===== config.mk =====
export PLATFORM = sky130hd
export DESIGN_NAME = core_controller
export DESIGN_NICKNAME = d
export VERILOG_FILES = /design/src/ctrl_pkg.sv /design/src/core_controller.sv /design/src/ctrl_fsm.sv /design/src/lsu_fault_tracker.sv /design/src/pc_cause_encoder.sv
export SDC_FILE = /design/constraint.sdc
export NUM_CORES = 1
export LEC_CHECK = 0
export ABC_AREA = 1
export BUFFER_PORTS_ARGS = -buffer_cell sky130_fd_sc_hd__buf_4
export CAP_MARGIN = 25
export CORE_MARGIN = 2
export CORE_UTILIZATION = 41
export CTS_CLUSTER_DIAMETER = 200
export DETAILED_ROUTE_END_ITERATION = 16
export PLACE_DENSITY_LB_ADDON = 0.12
export SLEW_MARGIN = 20
export SYNTH_ARGS = -nofsm -noshare
export SYNTH_HDL_FRONTEND = slang
export SYNTH_SLANG_ARGS = --single-unit

===== constraint.sdc =====
create_clock -name clk -period 1.7 [get_ports clk]
set_clock_uncertainty 0.05 [all_clocks]
set_input_delay 0.17 -clock clk [delete_from_list [all_inputs] [get_ports clk]]
set_output_delay 0.17 -clock clk [all_outputs]
set_load 0.02 [all_outputs]

===== src/ctrl_pkg.sv =====
package ctrl_pkg;

  ////////////////////
  // widths
  ////////////////////

  // interrupt line number and cause code widths
  localparam int IRQ_ID_W    = 5;
  localparam int EXC_CAUSE_W = 6;

  typedef logic [IRQ_ID_W-1:0]    irq_id_t;
  typedef logic [EXC_CAUSE_W-1:0] exc_cause_t;

  ////////////////////
  // state machines
  ////////////////////

  // main controller states
  typedef enum logic [2:0] {
    RESET,
    BOOT_SET,
    FIRST_FETCH,
    DECODE,
    FLUSH,
    IRQ_TAKEN
  } ctrl_state_t;

  // per-fault tracker state
  // held means seen during a load stall, req means raised to the controller
  typedef enum logic [1:0] {
    FAULT_IDLE,
    FAULT_HELD,
    FAULT_REQ
  } fault_st_t;

  ////////////////////
  // pc selects
  ////////////////////

  // fetch stage pc source
  typedef enum logic [2:0] {
    PC_BOOT,
    PC_JUMP,
    PC_EXCEPTION,
    PC_ERET
  } pc_sel_t;

  // exception vector select, five targets
  typedef enum logic [2:0] {
    EXC_PC_IRQ,
    EXC_PC_ILLINSN,
    EXC_PC_ECALL,
    EXC_PC_LOAD,
    EXC_PC_STORE
  } exc_pc_sel_t;

  ////////////////////
  // cause codes
  ////////////////////

  localparam exc_cause_t EXC_CAUSE_ILLEGAL_INSN = 6'd2;
  localparam exc_cause_t EXC_CAUSE_BREAKPOINT   = 6'd3;
  localparam exc_cause_t EXC_CAUSE_LOAD_FAULT   = 6'd5;
  localparam exc_cause_t EXC_CAUSE_STORE_FAULT  = 6'd7;
  localparam exc_cause_t EXC_CAUSE_ECALL_MMODE  = 6'd11;

endpackage


===== src/core_controller.sv =====
`timescale 1ns/1ps

module core_controller (
  input  logic                  clk,
  input  logic                  rst_n,

  // core enable and status
  input  logic                  fetch_enable_i,
  output logic                  ctrl_busy_o,
  output logic                  first_fetch_o,
  output logic                  is_decoding_o,
  output logic                  deassert_we_o,

  // decoder flags
  input  logic                  illegal_insn_i,
  input  logic                  ecall_insn_i,
  input  logic                  mret_insn_i,
  input  logic                  pipe_flush_i,
  input  logic                  ebrk_insn_i,
  input  logic                  csr_status_i,

  // lsu
  input  logic                  lsu_load_err_i,
  input  logic                  lsu_store_err_i,
  input  logic                  load_stall_i,

  // if/id pipeline and prefetcher
  input  logic                  instr_valid_i,
  input  logic                  id_ready_i,
  output logic                  instr_req_o,
  output logic                  pc_set_o,
  output ctrl_pkg::pc_sel_t     pc_mux_o,
  output ctrl_pkg::exc_pc_sel_t exc_pc_mux_o,

  // branches and jumps
  input  logic                  branch_in_id_i,
  input  logic                  branch_set_i,
  input  logic                  jump_set_i,
  input  logic                  instr_multicycle_i,

  // interrupt controller
  input  logic                  irq_req_ctrl_i,
  input  ctrl_pkg::irq_id_t     irq_id_ctrl_i,
  input  logic                  m_ie_i,
  output logic                  irq_ack_o,
  output ctrl_pkg::irq_id_t     irq_id_o,

  // exception and csr
  output ctrl_pkg::exc_cause_t  exc_cause_o,
  output logic                  exc_ack_o,
  output logic                  csr_save_if_o,
  output logic                  csr_save_id_o,
  output ctrl_pkg::exc_cause_t  csr_cause_o,
  output logic                  csr_restore_mret_id_o,
  output logic                  csr_save_cause_o,

  // stalls
  output logic                  halt_if_o,
  output logic                  halt_id_o
);

  import ctrl_pkg::*;

  ctrl_state_t ctrl_state;
  logic        flush_pending;
  logic        load_fault_req;
  logic        store_fault_req;
  logic        load_fault_ack;
  logic        store_fault_ack;

  // acked id is the requested one
  assign irq_id_o = irq_id_ctrl_i;

  ////////////////////
  // fault tracker
  ////////////////////

  lsu_fault_tracker u_fault (
    .clk               (clk),
    .rst_n             (rst_n),
    .lsu_load_err_i    (lsu_load_err_i),
    .lsu_store_err_i   (lsu_store_err_i),
    .load_stall_i      (load_stall_i),
    .load_fault_ack_i  (load_fault_ack),
    .store_fault_ack_i (store_fault_ack),
    .load_fault_req_o  (load_fault_req),
    .store_fault_req_o (store_fault_req)
  );

  ////////////////////
  // controller fsm
  ////////////////////

  ctrl_fsm u_fsm (
    .clk                (clk),
    .rst_n              (rst_n),
    .fetch_enable_i     (fetch_enable_i),
    .instr_valid_i      (instr_valid_i),
    .id_ready_i         (id_ready_i),
    .instr_multicycle_i (instr_multicycle_i),
    .branch_in_id_i     (branch_in_id_i),
    .illegal_insn_i     (illegal_insn_i),
    .flush_pending_i    (flush_pending),
    .irq_req_ctrl_i     (irq_req_ctrl_i),
    .m_ie_i             (m_ie_i),
    .ctrl_state_o       (ctrl_state),
    .instr_req_o        (instr_req_o),
    .ctrl_busy_o        (ctrl_busy_o),
    .first_fetch_o      (first_fetch_o),
    .is_decoding_o      (is_decoding_o),
    .halt_if_o          (halt_if_o),
    .halt_id_o          (halt_id_o),
    .irq_ack_o          (irq_ack_o),
    .exc_ack_o          (exc_ack_o),
    .deassert_we_o      (deassert_we_o)
  );

  ////////////////////
  // pc and cause
  ////////////////////

  pc_cause_encoder u_enc (
    .ctrl_state_i          (ctrl_state),
    .instr_valid_i         (instr_valid_i),
    .branch_set_i          (branch_set_i),
    .jump_set_i            (jump_set_i),
    .ecall_insn_i          (ecall_insn_i),
    .illegal_insn_i        (illegal_insn_i),
    .mret_insn_i           (mret_insn_i),
    .ebrk_insn_i           (ebrk_insn_i),
    .csr_status_i          (csr_status_i),
    .pipe_flush_i          (pipe_flush_i),
    .load_fault_req_i      (load_fault_req),
    .store_fault_req_i     (store_fault_req),
    .irq_id_i              (irq_id_ctrl_i),
    .flush_pending_o       (flush_pending),
    .pc_set_o              (pc_set_o),
    .pc_mux_o              (pc_mux_o),
    .exc_pc_mux_o          (exc_pc_mux_o),
    .exc_cause_o           (exc_cause_o),
    .csr_cause_o           (csr_cause_o),
    .csr_save_if_o         (csr_save_if_o),
    .csr_save_id_o         (csr_save_id_o),
    .csr_save_cause_o      (csr_save_cause_o),
    .csr_restore_mret_id_o (csr_restore_mret_id_o),
    .load_fault_ack_o      (load_fault_ack),
    .store_fault_ack_o     (store_fault_ack)
  );

endmodule


===== src/ctrl_fsm.sv =====
`timescale 1ns/1ps

module ctrl_fsm (
  input  logic                  clk,
  input  logic                  rst_n,

  // start of execution, only sampled in reset
  input  logic                  fetch_enable_i,

  // id stage status
  input  logic                  instr_valid_i,
  input  logic                  id_ready_i,
  input  logic                  instr_multicycle_i,
  input  logic                  branch_in_id_i,
  input  logic                  illegal_insn_i,

  // some flush reason holds, from the encoder
  input  logic                  flush_pending_i,

  // interrupt request and machine enable
  input  logic                  irq_req_ctrl_i,
  input  logic                  m_ie_i,

  output ctrl_pkg::ctrl_state_t ctrl_state_o,
  output logic                  instr_req_o,
  output logic                  ctrl_busy_o,
  output logic                  first_fetch_o,
  output logic                  is_decoding_o,
  output logic                  halt_if_o,
  output logic                  halt_id_o,
  output logic                  irq_ack_o,
  output logic                  exc_ack_o,
  output logic                  deassert_we_o
);

  import ctrl_pkg::*;

  ctrl_state_t state_q;
  ctrl_state_t state_d;
  logic        irq_take;
  logic        irq_ok_decode;

  // interrupt is both requested and enabled
  assign irq_take = irq_req_ctrl_i & m_ie_i;

  // in decode a valid insn must not be multicycle or a branch
  assign irq_ok_decode = irq_take &
                         (~instr_valid_i | (~instr_multicycle_i & ~branch_in_id_i));

  ////////////////////
  // next state
  ////////////////////

  always_comb begin
    state_d   = state_q;
    halt_if_o = 1'b0;
    halt_id_o = 1'b0;

    case (state_q)
      // wait for the core to be enabled
      RESET: begin
        if (fetch_enable_i) begin
          state_d = BOOT_SET;
        end
      end

      // boot pc is set in this cycle by the encoder
      BOOT_SET: begin
        state_d = FIRST_FETCH;
      end

      // stay while the if stage misses
      FIRST_FETCH: begin
        if (id_ready_i) begin
          state_d = DECODE;
        end
        // interrupt overrides the fetch wait
        if (irq_take) begin
          state_d   = IRQ_TAKEN;
          halt_if_o = 1'b1;
          halt_id_o = 1'b1;
        end
      end

      DECODE: begin
        if (flush_pending_i) begin
          // insn or fault needs a flush, freeze the front end
          state_d   = FLUSH;
          halt_if_o = 1'b1;
          halt_id_o = 1'b1;
        end else if (irq_ok_decode) begin
          state_d   = IRQ_TAKEN;
          halt_if_o = 1'b1;
          halt_id_o = 1'b1;
        end
      end

      // one cycle, reason outputs come from the encoder
      FLUSH: begin
        halt_id_o = 1'b1;
        state_d   = DECODE;
      end

      // one cycle, vector jump and acks
      IRQ_TAKEN: begin
        state_d = DECODE;
      end

      default: begin
        state_d = RESET;
      end
    endcase
  end

  ////////////////////
  // state register
  ////////////////////

  always_ff @(posedge clk, negedge rst_n) begin
    if (!rst_n) begin
      state_q <= RESET;
    end else begin
      state_q <= state_d;
    end
  end

  ////////////////////
  // status outputs
  ////////////////////

  assign ctrl_state_o  = state_q;

  // idle only while waiting in reset
  assign instr_req_o   = (state_q != RESET);
  assign ctrl_busy_o   = (state_q != RESET);
  assign first_fetch_o = (state_q == FIRST_FETCH);
  assign is_decoding_o = (state_q == DECODE) & instr_valid_i;

  // interrupt taken, both acks together
  assign irq_ack_o     = (state_q == IRQ_TAKEN);
  assign exc_ack_o     = (state_q == IRQ_TAKEN);

  // no register write unless a legal insn is decoded
  assign deassert_we_o = ~is_decoding_o | illegal_insn_i;

endmodule


===== src/lsu_fault_tracker.sv =====
`timescale 1ns/1ps

module lsu_fault_tracker (
  input  logic clk,
  input  logic rst_n,

  // error strobes from the lsu
  input  logic lsu_load_err_i,
  input  logic lsu_store_err_i,
  input  logic load_stall_i,

  // acknowledges from the encoder, one cycle each
  input  logic load_fault_ack_i,
  input  logic store_fault_ack_i,

  // pending exception requests
  output logic load_fault_req_o,
  output logic store_fault_req_o
);

  import ctrl_pkg::*;

  // index 0 is the load fault, index 1 the store fault
  logic [1:0] err_q;
  logic [1:0] ack;
  logic [1:0] req;
  fault_st_t  st_q [2];
  fault_st_t  st_d [2];

  assign ack = {store_fault_ack_i, load_fault_ack_i};

  ////////////////////
  // strobe register
  ////////////////////

  // error strobes are taken one cycle late
  always_ff @(posedge clk, negedge rst_n) begin
    if (!rst_n) begin
      err_q <= 2'b00;
    end else begin
      err_q <= {lsu_store_err_i, lsu_load_err_i};
    end
  end

  ////////////////////
  // fault machines
  ////////////////////

  // same machine for both faults, both wait on the load stall
  always_comb begin
    for (int i = 0; i < 2; i++) begin
      st_d[i] = st_q[i];
      req[i]  = 1'b0;
      case (st_q[i])
        FAULT_IDLE: begin
          if (err_q[i]) begin
            // raise now unless the lsu is still stalled
            if (load_stall_i) begin
              st_d[i] = FAULT_HELD;
            end else begin
              req[i]  = 1'b1;
              st_d[i] = FAULT_REQ;
            end
          end
        end
        FAULT_HELD: begin
          // release once the stall drops
          if (!load_stall_i) begin
            req[i]  = 1'b1;
            st_d[i] = FAULT_REQ;
          end
        end
        FAULT_REQ: begin
          req[i] = 1'b1;
        end
        default: begin
          st_d[i] = FAULT_IDLE;
        end
      endcase
      // ack wins over everything
      if (ack[i]) begin
        st_d[i] = FAULT_IDLE;
      end
    end
  end

  always_ff @(posedge clk, negedge rst_n) begin
    if (!rst_n) begin
      st_q[0] <= FAULT_IDLE;
      st_q[1] <= FAULT_IDLE;
    end else begin
      st_q[0] <= st_d[0];
      st_q[1] <= st_d[1];
    end
  end

  assign load_fault_req_o  = req[0];
  assign store_fault_req_o = req[1];

endmodule


===== src/pc_cause_encoder.sv =====
`timescale 1ns/1ps

module pc_cause_encoder (
  input  ctrl_pkg::ctrl_state_t ctrl_state_i,

  // id stage flags
  input  logic                  instr_valid_i,
  input  logic                  branch_set_i,
  input  logic                  jump_set_i,
  input  logic                  ecall_insn_i,
  input  logic                  illegal_insn_i,
  input  logic                  mret_insn_i,
  input  logic                  ebrk_insn_i,
  input  logic                  csr_status_i,
  input  logic                  pipe_flush_i,

  // pending faults from the tracker
  input  logic                  load_fault_req_i,
  input  logic                  store_fault_req_i,

  input  ctrl_pkg::irq_id_t     irq_id_i,

  output logic                  flush_pending_o,
  output logic                  pc_set_o,
  output ctrl_pkg::pc_sel_t     pc_mux_o,
  output ctrl_pkg::exc_pc_sel_t exc_pc_mux_o,
  output ctrl_pkg::exc_cause_t  exc_cause_o,
  output ctrl_pkg::exc_cause_t  csr_cause_o,
  output logic                  csr_save_if_o,
  output logic                  csr_save_id_o,
  output logic                  csr_save_cause_o,
  output logic                  csr_restore_mret_id_o,
  output logic                  load_fault_ack_o,
  output logic                  store_fault_ack_o
);

  import ctrl_pkg::*;

  logic insn_flush;
  logic jump_taken;

  // any insn flag that needs a pipeline flush
  assign insn_flush = ecall_insn_i | illegal_insn_i | mret_insn_i |
                      ebrk_insn_i | csr_status_i | pipe_flush_i;

  assign jump_taken = instr_valid_i & (branch_set_i | jump_set_i);

  // branches and jumps win over flushes in decode
  assign flush_pending_o = (ctrl_state_i == DECODE) & instr_valid_i & ~branch_set_i &
                           ~jump_set_i &
                           (insn_flush | load_fault_req_i | store_fault_req_i);

  ////////////////////
  // pc and cause
  ////////////////////

  always_comb begin
    pc_set_o              = 1'b0;
    pc_mux_o              = PC_BOOT;
    exc_pc_mux_o          = EXC_PC_IRQ;
    exc_cause_o           = '0;
    csr_cause_o           = '0;
    csr_save_if_o         = 1'b0;
    csr_save_id_o         = 1'b0;
    csr_save_cause_o      = 1'b0;
    csr_restore_mret_id_o = 1'b0;
    load_fault_ack_o      = 1'b0;
    store_fault_ack_o     = 1'b0;

    case (ctrl_state_i)
      BOOT_SET: begin
        pc_set_o = 1'b1;
        pc_mux_o = PC_BOOT;
      end

      DECODE: begin
        if (jump_taken) begin
          pc_set_o = 1'b1;
          pc_mux_o = PC_JUMP;
        end
      end

      // msb of the cause marks an interrupt in the csr
      IRQ_TAKEN: begin
        pc_set_o         = 1'b1;
        pc_mux_o         = PC_EXCEPTION;
        exc_pc_mux_o     = EXC_PC_IRQ;
        exc_cause_o      = {1'b0, irq_id_i};
        csr_cause_o      = {1'b1, irq_id_i};
        csr_save_cause_o = 1'b1;
        csr_save_if_o    = 1'b1;
      end

      // reasons by priority, ecall first and store fault last
      FLUSH: begin
        if (ecall_insn_i) begin
          pc_set_o         = 1'b1;
          pc_mux_o         = PC_EXCEPTION;
          exc_pc_mux_o     = EXC_PC_ECALL;
          exc_cause_o      = EXC_CAUSE_ECALL_MMODE;
          csr_cause_o      = EXC_CAUSE_ECALL_MMODE;
          csr_save_id_o    = 1'b1;
          csr_save_cause_o = 1'b1;
        end else if (illegal_insn_i) begin
          pc_set_o         = 1'b1;
          pc_mux_o         = PC_EXCEPTION;
          exc_pc_mux_o     = EXC_PC_ILLINSN;
          exc_cause_o      = EXC_CAUSE_ILLEGAL_INSN;
          csr_cause_o      = EXC_CAUSE_ILLEGAL_INSN;
          csr_save_id_o    = 1'b1;
          csr_save_cause_o = 1'b1;
        end else if (mret_insn_i) begin
          // return from trap, restore mstatus
          pc_set_o              = 1'b1;
          pc_mux_o              = PC_ERET;
          csr_restore_mret_id_o = 1'b1;
        end else if (ebrk_insn_i) begin
          // cause only, pc stays
          exc_cause_o = EXC_CAUSE_BREAKPOINT;
        end else if (csr_status_i || pipe_flush_i) begin
          // plain flush, nothing to redirect
          pc_set_o = 1'b0;
        end else if (load_fault_req_i) begin
          pc_set_o         = 1'b1;
          pc_mux_o         = PC_EXCEPTION;
          exc_pc_mux_o     = EXC_PC_LOAD;
          exc_cause_o      = EXC_CAUSE_LOAD_FAULT;
          csr_cause_o      = EXC_CAUSE_LOAD_FAULT;
          csr_save_id_o    = 1'b1;
          csr_save_cause_o = 1'b1;
          load_fault_ack_o = 1'b1;
        end else if (store_fault_req_i) begin
          pc_set_o          = 1'b1;
          pc_mux_o          = PC_EXCEPTION;
          exc_pc_mux_o      = EXC_PC_STORE;
          exc_cause_o       = EXC_CAUSE_STORE_FAULT;
          csr_cause_o       = EXC_CAUSE_STORE_FAULT;
          csr_save_id_o     = 1'b1;
          csr_save_cause_o  = 1'b1;
          store_fault_ack_o = 1'b1;
        end
      end

      default: begin
        pc_set_o = 1'b0;
      end
    endcase
  end

endmodule


* Yosys cells after proc, flatten, opt, wreduce, memory -nomap -nowiden
Index checks and enable logic that the tools add are counted.
Word-level totals: bits in read-only memories 0, logic and storage cells 143, memory bits (writable) 0, bits in registers 9, output and inout port bits 37, input bits 25, memories 0, latch bits 0
Cells by class: equality and inequality tests 18, $add $sub $neg 0, shift operators 0, multiplexer cells 87, multiply operators 0, magnitude comparators 0, divide/modulo/power cells 0, reductions and logical operators 10, bitwise gates (word level) 24
Operators with widths (count):
- $mux 3 | 20
- $mux 6 | 10
- $mux 1 | 38
- $pmux 6 s2 | 2
- $pmux 3 s5 | 1
- $mux 2 | 7
- $pmux 1 s3 | 4
- $pmux 2 s3 | 2
- $or 1x1->1 | 10
- $ne 3x3->1 const B | 3
- $pmux 3 s3 | 1
- $reduce_and 3->1 | 3
- $and 1x1->1 | 8
- $eq 3x2->1 const B | 2
- $eq 3x3->1 const B | 2
- $ne 2x2->1 const B | 3
- $ne 3x2->1 const B | 2
- $not 1->1 | 6
- $eq 2x1->1 const B | 2
- $eq 2x2->1 const B | 2
- $logic_not 2->1 | 2
- $pmux 1 s2 | 2
- $reduce_or 2->1 | 2
- $eq 3x1->1 const B | 1
- other kinds (4) | 4

* Depth between registers and ports, before layout
depth in word-level cells 13, mapped depth 9, mapped depth without buffers 9

* Hierarchy
A second synthesis with hierarchy kept.
Unflattened totals: cell total of the unflattened synthesis 173, area, all modules 979.7 µm²
By module, submodules not included:
- pc_cause_encoder | cells each 92, seq. area each 0.0 µm², area an instance 407.9 µm², times used 1
- ctrl_fsm | cells each 45, seq. area each 75.1 µm², area an instance 279.0 µm², times used 1
- lsu_fault_tracker | cells each 31, seq. area each 150.1 µm², area an instance 255.2 µm², times used 1
- core_controller | cells each 5, seq. area each 0.0 µm², area an instance 37.5 µm², times used 1

* Least setup slack after synthesis
No wires, ideal clock.
path kind reg-to-output, start point register u_fsm.state_q[2] (netlist: u_fsm.ctrl_state_o[2]), end point output port exc_cause_o[2], slack -0.304 ns, path buffers 1, cell stages (with the launch flop) 10, data required time 1.480 ns, data arrival time 1.784 ns, cell sequence dfrtp_1 -> inv_2 -> nor2_2 -> nand2_4 -> inv_4 -> nand3_4 -> nor2_2 -> inv_2 -> o21ai_0 -> buf_4
Between the ends: cells in the longest elaborated chain, start to end 2, elaborated cells on any way between the ends 3, classes of those cells 2 x eq/ne; 1 x mux
RTL lines:
- start: declaration | line ctrl_fsm.sv:38 | ctrl_state_t state_q;
- start signal: assignment | line ctrl_fsm.sv:123 | state_q <= state_d;
- $eq 3x3->1 | line pc_cause_encoder.sv:70 | case (ctrl_state_i)
- $pmux 6 s2 * | line pc_cause_encoder.sv:70
- end: declaration | line core_controller.sv:49 | output ctrl_pkg::exc_cause_t exc_cause_o,
Mark *: on every way between the ends. The rest lies on a longest branch, timed or not.

* Worst setup path after layout
start point register u_fault.st_q[3] (netlist name), end point output port pc_set_o
Between the ends: cells in the longest elaborated chain, start to end 9, elaborated cells on any way between the ends 11, classes of those cells 2 x eq/ne; 8 x mux; 1 x reduce/logical
RTL lines:
- start: declaration | line lsu_fault_tracker.sv:27 | fault_st_t st_q [2];
- $eq 2x2->1, or another cell as far along | line lsu_fault_tracker.sv:54 | case (st_q[i])
- $pmux 1 s3 * | line lsu_fault_tracker.sv:54
- $mux 1 * | line pc_cause_encoder.sv:123 | end else if (load_fault_req_i) begin
- $mux 1 * | line pc_cause_encoder.sv:120 | end else if (csr_status_i || pipe_flush_i) begin
- $mux 1 * | line pc_cause_encoder.sv:117 | end else if (ebrk_insn_i) begin
- $mux 1 * | line pc_cause_encoder.sv:112 | end else if (mret_insn_i) begin
- $mux 1 * | line pc_cause_encoder.sv:104 | end else if (illegal_insn_i) begin
- $mux 1 * | line pc_cause_encoder.sv:96 | if (ecall_insn_i) begin
- $pmux 1 s3 * | line pc_cause_encoder.sv:70
- end: declaration | line core_controller.sv:31 | output logic pc_set_o,
Marked as above.

==> results.toml <==
[finish]
num-fill-cells = 144
syn2layout_area_growth_pct = 89.4
final_area_um2 = 1720
drive_gt1_share_pct = 65.1
register_area_um2 = 228
final_common_cell = "buf_4"
fin_nets = 244
antenna_cells = 0
multi_input_area_um2 = 646
layout_common_cells = "63 x buf_4, 20 x nand2_1, 15 x buf_6"

[floorplanning]
row_count = 17
die_height_um = 51.0
dieArea_um2 = 2600
ios = 62
floorplan.initialDensity_pct = 42.2
coreArea_um2 = 2150
die-width_um = 51.0

[synthesis]
syn-cell-area_um2 = 906
synthDistinctLibCells = 23
synth_cells = 145
yosys.area_share.adder_pct = 0
syn_avg_cell_area_um2 = 6.25
synth_top_family_by_area = "simple AND/OR/NAND/NOR gates"
synth_compound_area_share_pct = 13.0
ys_seq_area_share_pct = 24.9
ys_ff_latch = 9
synth_mux_area_share_pct = 0
synth-simple-area-share_pct = 39.5
synth_xor_area_share_pct = 0
yosys_warnings = 0

[clock_tree]
h-tree-depth = 1
cts_made_buffers = 3
cts_tree = "yes"
clk_latency_ps = 260
path_clk_slew_ps = 60
clock_sinks = 9
cts_max_path_buffers = 2
clockRootBuffer = "clkbuf_4"

[setup_path]
critPathLaunchType = "flop"
cp-end-kind = "output port"
arrival_ps = 1550
cp.required_ps = 1480
cp_max_fo = 4
critical_path_class = "reg -> out"

[sta]
layout_min_cycle_time_ps = 1770
finalCritPeriodShare_pct = 104
fmaxAchievable_ghz = 0.564
hold_viol_final = 0
finalSetupViolations = 12
drv_slew = 0
holdWs_ps = 149
setup_slack_ps = -73.4
rsz0062_at_grt = "yes"

[grt]
antenna_found_initial = 0
grt_pass1_wl_mm = 4.25
track_usage_pct = 20.8
grt_pass1_vias = 1066
grt_start_max_net_pins = 10
grt-ovfl-total = 0

[pwr]
pwr-share-seq_pct = 20.3
ir_drop_mv = 1.15
power_frac_comb_pct = 70.6
switching_share_pct = 48.4
p_sw_uw = 859
p_clk_share_pct = 9.1
p_int_uw = 915
power_leakage_nw = 0.909
power_density_nw_per_um2 = 1030

[drt]
wire_per_inst_um = 11.1
wirelength_mm = 2.74
dr.pass1.iters = 4
via_per_inst = 4.69
num_vias = 1154
postRouteAntennaNets = 0
drtIter0Drc = 8
drc_errors = 0

[place]
place_area_um2 = 1320
numPortBuffers = 59
finalWeightedCongestion = 0.900
dp_hpwl_mm = 1.93

[run_status]
violations = "negative setup slack"
status = "finished with violations"

[run]
maxCapViolCount = 0

[worst_hold_path]
holdCritPathClass = "in -> reg"
## layer usage
metal	part of all wire (%)	GRT usage, %	routed length (um)	vias up
li1	-	-	-	584
met4	0.77	4.50	21	0
met3	4.8	3.51	132	2
met1	39	23.3	1060	531
met5	0	0	0	-
met2	56	40.3	1520	37
## sequential cells by signal, summed over array words and instances (netlist names)
| name | cells |
|---|---|
| u_fault.st_q | 4 |
| u_fsm.ctrl_state_o | 3 |
| u_fault.err_q | 2 |
## cell families (layout without fill, tap and decap cells)
| logic type | count (synthesis) | count (layout) |
|---|---|---|
| DFF | 9 | 9 |
| other | 1 | 2 |
| AOI/OAI and AO/OA | 21 | 21 |
| buffers and inverters | 40 | 112 |
| and+or+nand+nor | 74 | 74 |
## worst max-delay path, stage by stage (launching register included)
cell	delay [ps]
dfrtp_1	410
inv_2	80
nor2_2	50
a21oi_4	220
nand2_4	90
nand2_2	90
nand3_2	70
nand2_2	90
nand3_2	70
buf_6	130
## cells in the mapped netlist (all sizes together)
library cell | instances | area (um2)
or2 | 1 | 6.26
nor2 | 22 | 92.6
nand3 | 9 | 57.6
and3 | 2 | 12.5
a21oi | 9 | 52.6
a31oi | 2 | 12.5
o211ai | 1 | 7.51
o21ai | 9 | 45.0
nor3 | 3 | 37.5
nand2 | 37 | 151
dfrtp | 9 | 225
buf | 13 | 97.6
conb | 1 | 3.75
inv | 27 | 104
## power by group through the flow
stage | registers, mW | logic, mW | clock network [mW]
floorplan | 0.326 | 0.619 | 0
global placement | 0.334 | 0.911 | 0
detailed placement | 0.338 | 0.926 | 0
CTS | 0.349 | 1.12 | 0.169
global route | 0.369 | 1.35 | 0.182
finish | 0.361 | 1.25 | 0.161
## stage by stage
stage | setup slack [ps] | cells | TNS (ps) | utilization, % | power [mW]
3_3_place_gp | 95.9 | 223 | 0 | 61.5 | 1.25
5_1_grt | -184 | 246 | -1980 | 79.8 | 1.90
4_1_cts | -89.3 | 241 | -577 | 72.8 | 1.63
2_1_floorplan | 15.1 | 146 | 0 | - | 0.946
3_5_place_dp | 83.3 | 223 | 0 | 61.5 | 1.26
6_report | -73.4 | 246 | -475 | 79.8 | 1.77
## final timing paths
kind                       slack, ps             from  cells after the start                     to
max                              -70  u_fault.st_q[3]                      9               pc_set_o
min                              150       id_ready_i                      4  u_fsm.ctrl_state_o[1]
max reg2reg                      170  u_fault.st_q[3]                     11  u_fsm.ctrl_state_o[0]
min reg2reg                      560  u_fault.st_q[1]                      2        u_fault.st_q[0]
max in group asynchronous       1220            rst_n                      2  u_fsm.ctrl_state_o[1]
min in group asynchronous        230            rst_n                      2  u_fsm.ctrl_state_o[2]
## timing repair
| action | in CTS | in global routing |
|---|---|---|
| resized for setup | 31 | 41 |
| hold buffers | 3 | 0 |
| buffers inserted | 12 | 5 |
| endpoints found under the setup margin | 19 | 20 |
| endpoints found under the hold margin | 11 | 0 |
| pin swaps | 10 | 9 |
## layout make-up
type / instances / area share (%)
Multi-Input combinational cell: 97 / 37.6
Clock buffer: 4 / 1.53
Timing Repair Buffer: 81 / 39.2
Inverter: 27 / 6.35
Sequential cell: 9 / 13.3
Tap cell: 28 / 2.04
Note: power is estimated with default switching activity, not from simulation.
